===== src/include/video_defs.svh =====
// fixed 640x400 mono raster, one clock per pixel, one bus slot per 16 clocks
// horizontal and vertical values are sized to the 10-bit counters
`ifndef VIDEO_DEFS_SVH
`define VIDEO_DEFS_SVH

// horizontal timing in clocks
// prefetch lead, fetch runs this far ahead of de
`define H_PRE          10'd16
`define H_ACT          10'd640
`define H_FP           10'd24
`define H_S            10'd40
`define H_BP           10'd128
`define H_TOT          (`H_ACT + `H_FP + `H_S + `H_BP)

// vertical timing in lines
`define V_ACT          10'd400
`define V_FP           10'd55
`define V_S            10'd3
`define V_BP           10'd73

// fetch
`define WORDS_PER_LINE 6'd40
// slot in which memory data is valid
`define SLOT_SAMPLE    4'd3

// reset values
`define BASE_DEFAULT   23'h8000
`define PAL0_DEFAULT   9'h007

// cpu register map
`define REG_BASE_HI    6'h00
`define REG_BASE_LO    6'h01
`define REG_VADDR_HI   6'h02
`define REG_VADDR_MID  6'h03
`define REG_VADDR_LO   6'h04
`define REG_PAL0       6'h20

`endif


===== src/hdl/video_pkg.sv =====
// shared types of the mono video path
// widths follow the 23-bit word address and 16-bit data bus
package video_pkg;

	typedef logic [15:0] word_t;
	typedef logic [22:0] vaddr_t;
	typedef logic [9:0]  pix_cnt_t;
	typedef logic [9:0]  line_cnt_t;
	typedef logic [5:0]  reg_addr_t;
	typedef logic [3:0]  slot_t;
	typedef logic [5:0]  colour_t;

	// 3 bits per channel, same layout as the register
	typedef struct packed {
		logic [2:0] r;
		logic [2:0] g;
		logic [2:0] b;
	} palette_t;

	// vertical phases in frame order
	typedef enum logic [1:0] {
		v_active,
		v_front,
		v_sync,
		v_back
	} v_phase_t;

	// cpu side, strobes active low like the 68k bus
	typedef struct packed {
		logic      sel;
		logic      rw;
		logic      uds;
		logic      lds;
		reg_addr_t addr;
		word_t     din;
	} reg_bus_t;

	// syncs active low
	typedef struct packed {
		logic    hs;
		logic    vs;
		logic    de;
		colour_t r;
		colour_t g;
		colour_t b;
	} screen_t;

endpackage


===== src/hdl/fetch_unit.sv =====
// video memory fetch, one word per 16 clock slot during active lines
// memory must return data in the sample slot, there is no wait state
`include "video_defs.svh"

module fetch_unit (
	input  logic              clk,
	input  logic              ss,
	input  video_pkg::pix_cnt_t hcnt,
	input  logic              active_lines,
	input  logic              frame_reload,
	input  video_pkg::slot_t  bus_cycle,
	input  video_pkg::word_t  data,
	input  video_pkg::vaddr_t base,
	output logic              read,
	output video_pkg::vaddr_t vaddr,
	output video_pkg::word_t  fetched
);
	import video_pkg::*;

	logic sample;

	// video owns slots 0..3 of every 16, runs H_PRE ahead of de
	assign read = (bus_cycle[3:2] == 2'b00) && (hcnt < `H_ACT) && active_lines;

	// data valid on the bus in this slot
	assign sample = read && (bus_cycle == `SLOT_SAMPLE);

	// address counter
	always_ff @(posedge clk or posedge ss) begin
		if (ss) begin
			vaddr <= `BASE_DEFAULT;
		end else if (frame_reload) begin
			// new base only takes effect here, once per frame
			vaddr <= base;
		end else if (sample) begin
			vaddr <= vaddr + 23'd1;
		end
	end

	// word holding register for the shifter
	always_ff @(posedge clk or posedge ss) begin
		if (ss) begin
			fetched <= '0;
		end else if (sample) begin
			fetched <= data;
		end
	end

endmodule


===== src/hdl/frame_fsm.sv =====
// vertical phase sequencer, 531 lines per frame
// starts in the active phase, so the first frame is shown right after reset
module frame_fsm (
	input  logic                clk,
	input  logic                ss,
	input  logic                line_end,
	input  logic                phase_end,
	output video_pkg::v_phase_t phase,
	output logic                active_lines,
	output logic                vs_act,
	output logic                frame_reload
);
	import video_pkg::*;

	v_phase_t next_phase;
	logic     advance;

	// phase change only at a line boundary
	assign advance = line_end && phase_end;

	// fixed order active, front, sync, back
	always_comb begin
		case (phase)
			v_active: next_phase = v_front;
			v_front:  next_phase = v_sync;
			v_sync:   next_phase = v_back;
			default:  next_phase = v_active;
		endcase
	end

	always_ff @(posedge clk or posedge ss) begin
		if (ss) begin
			phase <= v_active;
		end else if (advance) begin
			phase <= next_phase;
		end
	end

	// one clock, coincides with the first clock of v_sync
	always_ff @(posedge clk or posedge ss) begin
		if (ss) begin
			frame_reload <= 1'b0;
		end else begin
			frame_reload <= advance && (next_phase == v_sync);
		end
	end

	// levels decoded straight from the state
	assign active_lines = (phase == v_active);
	assign vs_act = (phase == v_sync);

endmodule


===== src/hdl/mono_shifter.sv =====
// hires mono pixel shifter and registered screen outputs
// all screen fields lag hcnt by one clock
`include "video_defs.svh"

module mono_shifter (
	input  logic                clk,
	input  logic                ss,
	input  video_pkg::pix_cnt_t hcnt,
	input  logic                active_lines,
	input  logic                hs_act,
	input  logic                vs_act,
	input  logic                invert,
	input  video_pkg::word_t    fetched,
	output video_pkg::screen_t  screen
);
	import video_pkg::*;

	word_t   shreg;
	logic    pixel;
	logic    de_win;
	colour_t pix_col;

	// reload at end of each 16 clock group, else msb first
	always_ff @(posedge clk or posedge ss) begin
		if (ss) begin
			shreg <= '0;
		end else if (hcnt[3:0] == 4'hf) begin
			shreg <= fetched;
		end else begin
			shreg <= {shreg[14:0], 1'b0};
		end
	end

	// palette 0 blue bit 0 flips black and white
	assign pixel = shreg[15] ^ invert;

	// visible window, delayed by the prefetch lead
	assign de_win = (hcnt >= `H_PRE) && (hcnt < `H_PRE + `H_ACT) && active_lines;

	// grey level, all 6 bits the same
	assign pix_col = {6{pixel}};

	always_ff @(posedge clk or posedge ss) begin
		if (ss) begin
			screen.hs <= 1'b1;
			screen.vs <= 1'b1;
			screen.de <= 1'b0;
			screen.r <= '0;
			screen.g <= '0;
			screen.b <= '0;
		end else begin
			// syncs are negative
			screen.hs <= !hs_act;
			screen.vs <= !vs_act;
			screen.de <= de_win;
			// black outside the window
			screen.r <= de_win ? pix_col : '0;
			screen.g <= de_win ? pix_col : '0;
			screen.b <= de_win ? pix_col : '0;
		end
	end

endmodule


===== src/hdl/video_regs.sv =====
// cpu registers for video base and palette 0, written on clk while sel and !rw
// base low 7 bits are fixed zero, reads are combinational
`include "video_defs.svh"

module video_regs (
	input  logic                clk,
	input  logic                ss,
	input  video_pkg::reg_bus_t reg_bus,
	input  video_pkg::vaddr_t   vaddr,
	output video_pkg::vaddr_t   base,
	output video_pkg::palette_t pal0,
	output video_pkg::word_t    reg_dout
);
	import video_pkg::*;

	// base address bits 22:15 and 14:7
	logic [7:0] base_hi;
	logic [7:0] base_lo;
	logic       wr_en;
	logic       rd_en;

	assign wr_en = reg_bus.sel && !reg_bus.rw;
	assign rd_en = reg_bus.sel && reg_bus.rw;

	// 128 word granularity
	assign base = {base_hi, base_lo, 7'd0};

	always_ff @(posedge clk or posedge ss) begin
		if (ss) begin
			base_hi <= 8'(`BASE_DEFAULT >> 15);
			base_lo <= 8'(`BASE_DEFAULT >> 7);
			pal0 <= `PAL0_DEFAULT;
		end else if (wr_en) begin
			// byte registers sit on the low byte lane
			if (reg_bus.addr == `REG_BASE_HI && !reg_bus.lds) begin
				base_hi <= reg_bus.din[7:0];
			end
			if (reg_bus.addr == `REG_BASE_LO && !reg_bus.lds) begin
				base_lo <= reg_bus.din[7:0];
			end
			if (reg_bus.addr == `REG_PAL0) begin
				// red in the upper byte
				if (!reg_bus.uds) begin
					pal0.r <= reg_bus.din[10:8];
				end
				// green and blue in the lower byte
				if (!reg_bus.lds) begin
					pal0.g <= reg_bus.din[6:4];
					pal0.b <= reg_bus.din[2:0];
				end
			end
		end
	end

	// read back mux, zero when nothing selected
	always_comb begin
		reg_dout = '0;
		if (rd_en) begin
			case (reg_bus.addr)
				`REG_BASE_HI: begin
					if (!reg_bus.lds) reg_dout[7:0] = base[22:15];
				end
				`REG_BASE_LO: begin
					if (!reg_bus.lds) reg_dout[7:0] = base[14:7];
				end
				// running address, lets the cpu follow the beam
				`REG_VADDR_HI: begin
					if (!reg_bus.lds) reg_dout[7:0] = vaddr[22:15];
				end
				`REG_VADDR_MID: begin
					if (!reg_bus.lds) reg_dout[7:0] = vaddr[14:7];
				end
				// byte address view, so bit 0 is zero
				`REG_VADDR_LO: begin
					if (!reg_bus.lds) reg_dout[7:0] = {vaddr[6:0], 1'b0};
				end
				`REG_PAL0: begin
					if (!reg_bus.uds) reg_dout[10:8] = pal0.r;
					if (!reg_bus.lds) reg_dout[6:4] = pal0.g;
					if (!reg_bus.lds) reg_dout[2:0] = pal0.b;
				end
				default: reg_dout = '0;
			endcase
		end
	end

endmodule


===== src/hdl/video_timer.sv =====
// horizontal counter and per-phase line counter
// hcnt is expected to stay aligned with bus_cycle from reset release
`include "video_defs.svh"

module video_timer (
	input  logic                clk,
	input  logic                ss,
	input  video_pkg::v_phase_t phase,
	output video_pkg::pix_cnt_t hcnt,
	output logic                line_end,
	output logic                phase_end,
	output logic                hs_act
);
	import video_pkg::*;

	// line number inside the current vertical phase
	line_cnt_t lcnt;
	// number of lines of the current phase
	line_cnt_t phase_len;

	always_comb begin
		case (phase)
			v_active: phase_len = `V_ACT;
			v_front:  phase_len = `V_FP;
			v_sync:   phase_len = `V_S;
			default:  phase_len = `V_BP;
		endcase
	end

	// last clock of a line
	assign line_end = (hcnt == `H_TOT - 10'd1);
	// last clock of the last line of this phase
	assign phase_end = line_end && (lcnt == phase_len - 10'd1);

	// hsync window, shifted by the prefetch lead like de
	assign hs_act = (hcnt >= `H_PRE + `H_ACT + `H_FP) &&
		(hcnt < `H_PRE + `H_ACT + `H_FP + `H_S);

	// pixel counter, wraps once per line
	always_ff @(posedge clk or posedge ss) begin
		if (ss) begin
			hcnt <= '0;
		end else if (line_end) begin
			hcnt <= '0;
		end else begin
			hcnt <= hcnt + 10'd1;
		end
	end

	// line counter restarts with every new phase
	always_ff @(posedge clk or posedge ss) begin
		if (ss) begin
			lcnt <= '0;
		end else if (phase_end) begin
			lcnt <= '0;
		end else if (line_end) begin
			lcnt <= lcnt + 10'd1;
		end
	end

endmodule


===== src/hdl/video_top.sv =====
// mono 640x400 video shifter, single clock
// bus_cycle must equal hcnt[3:0], i.e. be 0 in the first clock after reset
module video_top (
	input  logic                clk,
	input  logic                ss,
	input  video_pkg::reg_bus_t reg_bus,
	input  video_pkg::slot_t    bus_cycle,
	input  video_pkg::word_t    data,
	output video_pkg::word_t    reg_dout,
	output logic                read,
	output video_pkg::vaddr_t   vaddr,
	output video_pkg::screen_t  screen
);
	import video_pkg::*;

	// timing
	pix_cnt_t hcnt;
	logic     line_end;
	logic     phase_end;
	logic     hs_act;

	// vertical state
	v_phase_t phase;
	logic     active_lines;
	logic     vs_act;
	logic     frame_reload;

	// registers and fetch data
	vaddr_t   base;
	palette_t pal0;
	word_t    fetched;

	video_timer i_timer (
		.clk       (clk),
		.ss        (ss),
		.phase     (phase),
		.hcnt      (hcnt),
		.line_end  (line_end),
		.phase_end (phase_end),
		.hs_act    (hs_act)
	);

	frame_fsm i_frame (
		.clk          (clk),
		.ss           (ss),
		.line_end     (line_end),
		.phase_end    (phase_end),
		.phase        (phase),
		.active_lines (active_lines),
		.vs_act       (vs_act),
		.frame_reload (frame_reload)
	);

	video_regs i_regs (
		.clk      (clk),
		.ss       (ss),
		.reg_bus  (reg_bus),
		.vaddr    (vaddr),
		.base     (base),
		.pal0     (pal0),
		.reg_dout (reg_dout)
	);

	// base is picked up at frame_reload only
	fetch_unit i_fetch (
		.clk          (clk),
		.ss           (ss),
		.hcnt         (hcnt),
		.active_lines (active_lines),
		.frame_reload (frame_reload),
		.bus_cycle    (bus_cycle),
		.data         (data),
		.base         (base),
		.read         (read),
		.vaddr        (vaddr),
		.fetched      (fetched)
	);

	// invert from palette 0 blue lsb
	mono_shifter i_shifter (
		.clk          (clk),
		.ss           (ss),
		.hcnt         (hcnt),
		.active_lines (active_lines),
		.hs_act       (hs_act),
		.vs_act       (vs_act),
		.invert       (pal0.b[0]),
		.fetched      (fetched),
		.screen       (screen)
	);

endmodule


===== config.mk =====
export PLATFORM = sky130hd
export DESIGN_NAME = video_top
export DESIGN_NICKNAME = d
export VERILOG_FILES = /design/src/hdl/video_pkg.sv /design/src/hdl/fetch_unit.sv /design/src/hdl/frame_fsm.sv /design/src/hdl/mono_shifter.sv /design/src/hdl/video_regs.sv /design/src/hdl/video_timer.sv /design/src/hdl/video_top.sv
export VERILOG_INCLUDE_DIRS = /design/src /design/src/include
export SDC_FILE = /design/constraint.sdc
export NUM_CORES = 1
export LEC_CHECK = 0
export ABC_CLOCK_PERIOD_IN_PS = 3000
export BUFFER_PORTS_ARGS = -buffer_cell sky130_fd_sc_hd__buf_2
export CORE_MARGIN = 3
export CORE_UTILIZATION = 35
export DETAILED_ROUTE_END_ITERATION = 8
export PLACE_DENSITY = 0.69
export SETUP_SLACK_MARGIN = 0.2
export SKIP_LAST_GASP = 1
export SYNTH_ARGS = -nofsm -noshare
export SYNTH_HDL_FRONTEND = slang
export SYNTH_SLANG_ARGS = --single-unit
export TNS_END_PERCENT = 10

===== constraint.sdc =====
create_clock -name clk -period 3 [get_ports clk]
set_input_delay 0.15 -clock clk [delete_from_list [all_inputs] [get_ports clk]]
set_output_delay 0.15 -clock clk [all_outputs]
set_load 0.005 [all_outputs]

==> results of run 1 <==
## metal layers
layer	share of wire (%)	routed length (um)	vias to the layer above
met5	0	0	-
met4	1.7	233	0
met3	7.4	990	19
met2	46	6260	134
met1	44	5990	2110
li1	-	-	2238
## state kept, by name (all words and copies together), names as in the netlist
signal,cells
i_regs.base_hi,8
i_timer.lcnt,10
i_timer.hcnt,10
i_fetch.fetched,16
i_shifter.screen,4
i_regs.base_lo,8
i_regs.pal0,9
i_fetch.vaddr,23
i_frame.frame_reload,1
i_shifter.shreg,16
i_frame.phase,2
## where the power goes
group          switching (uW)  total [uW]  internal, uW
logic                     191         369           179
registers                 114        1680          1560
clock network             586        1180           596
total                     890        3230          2340
## cells in the mapped netlist, types with 3 or more instances
cell type / number / area (um^2)
sky130_fd_sc_hd__o31ai_1: 12 / 90.1
sky130_fd_sc_hd__or3_1: 11 / 68.8
sky130_fd_sc_hd__a21oi_1: 17 / 85.1
sky130_fd_sc_hd__o21ai_0: 10 / 50.1
sky130_fd_sc_hd__xor2_1: 7 / 61.3
sky130_fd_sc_hd__dfstp_2: 7 / 184
sky130_fd_sc_hd__nand3_1: 15 / 75.1
sky130_fd_sc_hd__buf_2: 8 / 40.0
sky130_fd_sc_hd__nand2_1: 113 / 424
sky130_fd_sc_hd__inv_1: 10 / 37.5
sky130_fd_sc_hd__xnor2_1: 9 / 78.8
sky130_fd_sc_hd__a22oi_1: 12 / 90.1
sky130_fd_sc_hd__or4_1: 13 / 97.6
sky130_fd_sc_hd__and3_1: 12 / 75.1
sky130_fd_sc_hd__and2_1: 10 / 62.6
sky130_fd_sc_hd__buf_4: 23 / 173
sky130_fd_sc_hd__dfrtp_1: 100 / 2500
sky130_fd_sc_hd__a31oi_1: 12 / 75.1
sky130_fd_sc_hd__mux2_2: 40 / 450
sky130_fd_sc_hd__clkbuf_1: 18 / 67.6
sky130_fd_sc_hd__nor2_1: 33 / 124
sky130_fd_sc_hd__ha_1: 9 / 113
sky130_fd_sc_hd__and4_1: 6 / 52.6
sky130_fd_sc_hd__nand4_1: 16 / 100
sky130_fd_sc_hd__a21boi_0: 3 / 22.5
sky130_fd_sc_hd__nand3b_1: 5 / 37.5
sky130_fd_sc_hd__nor3_1: 4 / 20.0
## how the worst max path moves through the flow
stage                                      start  slack, ns                            end  depth (start not counted)
CTS                 i_frame.phase[0]$_DFFE_PP0P_       0.67  i_fetch.vaddr[11]$_DFFE_PP0P_                          6
floorplan           i_frame.phase[0]$_DFFE_PP0P_       0.93  i_fetch.vaddr[17]$_DFFE_PP0P_                          8
detailed placement  i_frame.phase[0]$_DFFE_PP0P_       0.69  i_fetch.vaddr[11]$_DFFE_PP0P_                          6
global route        i_frame.phase[0]$_DFFE_PP0P_       0.51  i_fetch.vaddr[11]$_DFFE_PP0P_                          6
global placement    i_frame.phase[0]$_DFFE_PP0P_       0.75  i_fetch.vaddr[15]$_DFFE_PP1P_                          6
finish              i_frame.phase[0]$_DFFE_PP0P_       0.70  i_fetch.vaddr[11]$_DFFE_PP0P_                          6
## critical path, delay by kind of cell (launching register included)
family                   cells  cell delay [ns]
AND/OR/NAND/NOR              3             1.28
AO/OA/AOI/OAI                1             0.19
buffers and inverters        1             0.13
adder cells (fa/ha/maj)      1             0.22
flip-flops                   1             0.40
## cell families after synthesis
| kind of cell | after synthesis | share of synthesized area, % |
|---|---|---|
| and+or+nand+nor | 262 | 24.3 |
| buffers and inverters | 62 | 5.87 |
| AOI/OAI and AO/OA | 86 | 10.4 |
| other | 1 | 0.0654 |
| DFF | 107 | 46.9 |
| muxes | 41 | 8.03 |
| adders and majority gates | 9 | 1.96 |
| xor gates and xnor gates | 16 | 2.44 |
## timing repair
| item | 4_1_cts | 5_1_grt |
|---|---|---|
| hold endpoints to repair | 29 | 0 |
| hold buffers | 14 | 0 |
| endpoints found under the setup margin | 0 | 0 |
## through the flow
stage	cells	total power (uW)	worst slack (ns)
after floorplan	588	1940	0.933
after global placement	862	2050	0.748
after detailed placement	862	2070	0.686
after CTS	892	3280	0.668
after global routing	892	3390	0.507
final	892	3230	0.698
## cell type report
cell class,instances,area (um^2),area share [%]
well taps,216,270,4.00
clock buffers,9,225,3.33
multi-input cells,419,2720,40.3
clock inverters,7,78.8,1.17
repair buffers,123,726,10.7
inverters,11,45.0,0.667
flip-flops and latches,107,2690,39.8
==> run_results.csv, run 1 <==
group,metric,value,unit
min_path,holdPathEnd,"i_fetch.fetched[13]$_DFFE_PP0P_",
grt,largest_net_degree_at_the_start_of_global_routing,108,
floorplanning,chipHeight,134,um
job,timing.max_cap.violations,0,
final_layout,drive_gt1_share,27.8,%
final_layout,fillers,1545,
synthesis,average_footprint_of_a_synthesized_cell,9.81,um^2
cts,cts-buffers-inserted,9,
final_layout,non_filler_cell_area_final,0.00676,mm^2
worst_setup_path,slowest_delay,0.62,ns
synthesis,synth_enable_flop_cells,0,
route,route.antenna.remaining_nets,0,
synthesis,synth_cells,584,
cts,postCtsSetupBuffers,0,
worst_setup_path,r2r-end,"i_fetch.vaddr[11]$_DFFE_PP0P_",
grt,grtUsageMet3,2.81,%
floorplanning,die_wd,134,um
worst_setup_path,crit_path_max_fanout,43,
min_path,min_path_type,"input pin to flip-flop",
timing,slew_headroom,58.6,%
placed_design,placed_cell_area,0.00631,mm^2
placed_design,detailedPlacementHpwl,9530,um
synthesis,postSynth.topFlopCell,"sky130_fd_sc_hd__dfrtp_1",
cts,cts-htree-levels,3,
worst_setup_path,worst_r2r_path_depth,6,
final_layout,layout.cells.most_common,"sky130_fd_sc_hd__nand2_1",
outcome,status,"complete, no violations",
timing,worst-slew-pin-transition,0.621,ns
synthesis,number_of_synthesized_register_bits,107,
timing,period_needed,2.30,ns
floorplanning,initial_utilization,36.0,%
route,route.detailed.wl_per_inst,15.1,um
timing,clock.fmax,434,MHz
worst_setup_path,ff_to_ff_setup_slack,0.70,ns
placed_design,place_congestion,0.870,
floorplanning,core_region_area,0.0159,mm^2
synthesis,netlist-cell-type-count,66,
worst_setup_path,critPathKind,"flip-flop to flip-flop",
timing,final-max-slew-violation-count,0,
route,routed_wl,13500,um
route,dr_total_vias,4501,
grt,grt_use_total,14.9,%
timing,rsz0062_at_grt,"false",
cts,clock_sink_count,107,
timing,hold_ws,0.0164,ns
grt,first_global_vias,4268,
power,p_per_area,478,mW/mm^2
synthesis,synth.cell_area,0.00573,mm^2
final_layout,n_antenna_cell,0,
grt,global_route.usage.met2,24.7,%
route,remaining_drc_errors,0,
cts,clkSlewWorstSetupHoldPaths,0.08,ns
timing,timing.clock.skew,0.00734,ns
worst_setup_path,crit-reg2reg-launch,"i_frame.phase[0]$_DFFE_PP0P_",
cts,clock-root-buffer,"sky130_fd_sc_hd__clkbuf_16",
grt,grt_pass1_wl,21900,um
final_layout,final_net_count,728,
route,avgViaCountPerCell,5.05,
timing,layout_worst_path_cycle_share,76.7,%
power,ir_worst_vdd,320,uV
grt,grt_busiest_layer,"met2",
placed_design,portBuffers,98,
final_layout,area_delta_synth_final,17.9,%
grt,met1_usage,20.3,%
cts,postCtsResizedCells,0,
worst_setup_path,path_cells,"inv_1, ha_1, nor3b_4, nand3_4, or4_1, a31oi_1",
floorplanning,row_count,46,
cts,tritoncts_clock_tree,"built",
worst_setup_path,cp-end-kind,"flip-flop",
cts,clock_tree.buffer_depth,2,
worst_setup_path,cpMaxStageDelayCell,"sky130_fd_sc_hd__or4_1",
worst_setup_path,startpoint_type_of_the_worst_setup_path,"flip-flop",
floorplanning,die_area,0.0179,mm^2
synthesis,yosysWarningCount,0,
grt,grt_antenna_before_repair,0,
route,drt_first_pass_iters,5,
worst_setup_path,worst_endpoint_data_arrival_time,2.57,ns
timing,hold_violations,0,
final_layout,final_cell_mix,"sky130_fd_sc_hd__nand2_1, sky130_fd_sc_hd__dfrtp_1, sky130_fd_sc_hd__buf_2",
synthesis,async_flop_share,100,%
grt,gr-total-overflow,0,
final_layout,end_of_flow_core_utilization,42.4,%
timing,setup-violations-final,0,
min_path,number_of_cells_on_the_worst_hold_path,3,
power,p_leak,0.00317,uW
timing,finalSetupTns,0,ns
cts,worst_skew_pair.late_latency,0.35,ns
worst_setup_path,worst_path_required,3.27,ns
min_path,holdCritStartpoint,"data[13]",
route,drtIter0Drc,387,
synthesis,sequential_cell_area_fraction_in_the_yosys_report,46.9,%
floorplanning,top_level_ports,109,
(Power assumes the default switching activity.)
==> run 2, diff against run 1 <==
--- a/config.mk
+++ b/config.mk
@@ -6,7 +6,7 @@
 export SDC_FILE = /design/constraint.sdc
 export NUM_CORES = 1
 export LEC_CHECK = 0
-export ABC_CLOCK_PERIOD_IN_PS = 3000
+export ABC_CLOCK_PERIOD_IN_PS = 1900
 export BUFFER_PORTS_ARGS = -buffer_cell sky130_fd_sc_hd__buf_2
 export CORE_MARGIN = 3
 export CORE_UTILIZATION = 35
==> constraint.sdc (replaced) <==
create_clock -name clk -period 1.9 [get_ports clk]
set_input_delay 0.095 -clock clk [delete_from_list [all_inputs] [get_ports clk]]
set_output_delay 0.095 -clock clk [all_outputs]
set_load 0.005 [all_outputs]
==> run_results.csv, run 2 (synthesis results as in run 1) <==
group,metric,value,unit
outcome,status,"finished, violations left",
outcome,failed_checks,"setup timing",
worst_setup_path,crit_path_max_fanout,5,
grt,grt_use_total,16.9,%
power,clockPowerShare,35.6,%
final_layout,final_cell_mix,"sky130_fd_sc_hd__nand2_1, sky130_fd_sc_hd__dfrtp_1, sky130_fd_sc_hd__buf_2",
final_layout,multi_input_comb_area,0.00283,mm^2
worst_setup_path,r2r-end,"i_fetch.vaddr[20]$_DFFE_PP0P_",
worst_setup_path,crit-reg2reg-launch,"i_frame.phase[0]$_DFFE_PP0P_",
worst_setup_path,cpMaxStageDelayCell,"sky130_fd_sc_hd__or4_1",
final_layout,area.sequential,0.00269,mm^2
timing,worst_slack,-0.0837,ns
route,route.detailed.wl_per_inst,15.7,um
floorplanning,initial_utilization,36.0,%
worst_setup_path,startpoint_type_of_the_worst_setup_path,"flip-flop",
final_layout,final_net_count,807,
placed_design,detailedPlacementHpwl,10800,um
floorplanning,chipHeight,134,um
grt,largest_net_degree_at_the_start_of_global_routing,55,
cts,clock_tree.buffer_depth,2,
timing,timing.clock.skew,0.00860,ns
final_layout,largest-register,"i_fetch.vaddr",
power,combinationalPowerShare,14.8,%
worst_setup_path,critical_path.n_buffers_inverters,1,
route,drtIter0Drc,327,
final_layout,largest_register_ff_count,23,
grt,grt_pass1_wl,24500,um
worst_setup_path,path_cells,"inv_2, ha_4, nor3b_4, nand4_1, or4_1, a31oi_1",
worst_setup_path,critical_path.top_delay_family,"simple AND/OR/NAND/NOR gates",
floorplanning,die_wd,134,um
route,avgViaCountPerCell,5.14,
timing,clock.fmax,504,MHz
min_path,number_of_cells_on_the_worst_hold_path,2,
grt,gr-total-overflow,0,
final_layout,fillers,1538,
floorplanning,core_region_area,0.0159,mm^2
cts,cts-htree-levels,3,
floorplanning,row_count,46,
final_layout,layoutNonFillerInstCount,971,
power,power.internal,3770,uW
power,p_leak,0.00356,uW
power,power.switching,1460,uW
placed_design,portBuffers,98,
min_path,holdCritStartpoint,"reg_bus[2]",
grt,first_global_vias,4791,
cts,clkSlewWorstSetupHoldPaths,0.08,ns
power,ir_worst_vdd,527,uV
timing,slew_headroom,65.0,%
final_layout,drive_gt1_share,35.4,%
timing,rsz0062_at_grt,"true",
final_layout,n_antenna_cell,0,
route,remaining_drc_errors,0,
placed_design,dpl.cell_count,917,
worst_setup_path,worstSetupEndpoint,"i_fetch.vaddr[20]$_DFFE_PP0P_",
cts,tritoncts_clock_tree,"built",
worst_setup_path,critPathKind,"flip-flop to flip-flop",
timing,setup-violations-final,21,
timing,worst-slew-pin-transition,0.518,ns
placed_design,place_congestion,0.871,
timing,final-max-slew-violation-count,0,
floorplanning,die_area,0.0179,mm^2
final_layout,layout.cells.most_common,"sky130_fd_sc_hd__nand2_1",
route,route.antenna.remaining_nets,0,
worst_setup_path,timing.critical_path.from,"i_frame.phase[0]$_DFFE_PP0P_",
grt,grt_antenna_before_repair,0,
power,fraction_of_power_consumed_by_sequential_logic,49.6,%
timing,hold_violations,0,
power,p_per_area,697,mW/mm^2
worst_setup_path,cp-end-kind,"flip-flop",
cts,clock-root-buffer,"sky130_fd_sc_hd__clkbuf_16",
timing,layout_worst_path_cycle_share,104,%
final_layout,biggestRegsByFlops,"i_fetch.vaddr: 23 flops, i_fetch.fetched: 16 flops, i_shifter.shreg: 16 flops",
cts,worst_skew_pair.late_latency,0.36,ns
min_path,min_path_type,"input pin to flip-flop",
route,routed_wl,15200,um
timing,period_needed,1.98,ns
power,switching_share,27.8,%
floorplanning,top_level_ports,109,
worst_setup_path,worst_r2r_path_depth,6,
worst_setup_path,slowest_delay,0.57,ns
final_layout,area_delta_synth_final,30.8,%
final_layout,end_of_flow_core_utilization,47.0,%
worst_setup_path,cp_num_cells,6,
cts,cts-buffers-inserted,9,
route,drt_first_pass_iters,5,
route,dr_total_vias,4988,
worst_setup_path,worst_path_required,2.18,ns
job,timing.max_cap.violations,0,
worst_setup_path,ff_to_ff_setup_slack,-0.08,ns
worst_setup_path,worst_endpoint_data_arrival_time,2.26,ns
cts,clock_sink_count,107,
==> run 2: timing repair <==
action / 4_1_cts / 5_1_grt
setup buffers: 5 / 5
pin swaps: 10 / 7
gates resized for setup: 12 / 9
hold buffers: 26 / 0
cloned: 2 / 0
setup endpoints to repair: 54 / 61
hold endpoints to repair: 46 / 0
==> run 2: final cells by class <==
cell class | count | share of cell area [%]
tap | 216 | 3.61
sequential | 107 | 35.8
multi-input combinational | 421 | 37.7
timing repair buffer | 200 | 18.3
clock buffer | 9 | 3.00
inverter | 11 | 0.601
clock inverter | 7 | 0.935
==> run 2: metrics by stage <==
stage	hold WS [ns]	total power (uW)	setup WS (ns)	setup TNS, ns	cell area, um^2
final	0.0191	5230	-0.0837	-0.813	7500
after global routing	0.0132	5480	-0.224	-5.25	7500
after global placement	0.158	3340	-0.0602	-0.524	6750
after detailed placement	0.158	3360	-0.116	-1.24	6750
after CTS	0.00540	5270	-0.120	-1.36	7410
after floorplan	0.200	3070	-0.167	-1.45	5750
==> run 2: worst min-delay path by stage <==
stage	slack [ns]	end
2_1_floorplan	0.20	i_fetch.fetched[0]$_DFFE_PP0P_
3_3_place_gp	0.16	i_regs.base_lo[2]$_DFFE_PP0P_
3_5_place_dp	0.16	i_regs.base_lo[2]$_DFFE_PP0P_
4_1_cts	0.005	i_regs.base_hi[5]$_DFFE_PP0P_
5_1_grt	0.01	i_regs.base_hi[5]$_DFFE_PP0P_
6_report	0.02	i_regs.base_lo[2]$_DFFE_PP0P_
==> run 2: power by group through the flow <==
stage / sequential (uW) / clock [uW] / combinational [uW]
3_3_place_gp: 2630 / 0 / 710
2_1_floorplan: 2640 / 0 / 429
5_1_grt: 2620 / 1990 / 865
3_5_place_dp: 2640 / 0 / 722
6_report: 2590 / 1860 / 773
4_1_cts: 2600 / 1900 / 776
==> run 2: metal layers <==
layer | vias to the layer above | wire, um | global-route usage [%] | share of wire (%)
met2 | 182 | 7350 | 28.4 | 48
met4 | 0 | 252 | 4.91 | 1.7
met3 | 23 | 984 | 3.45 | 6.5
met5 | - | 0 | 0 | 0
li1 | 2391 | - | - | -
met1 | 2392 | 6620 | 22.1 | 44
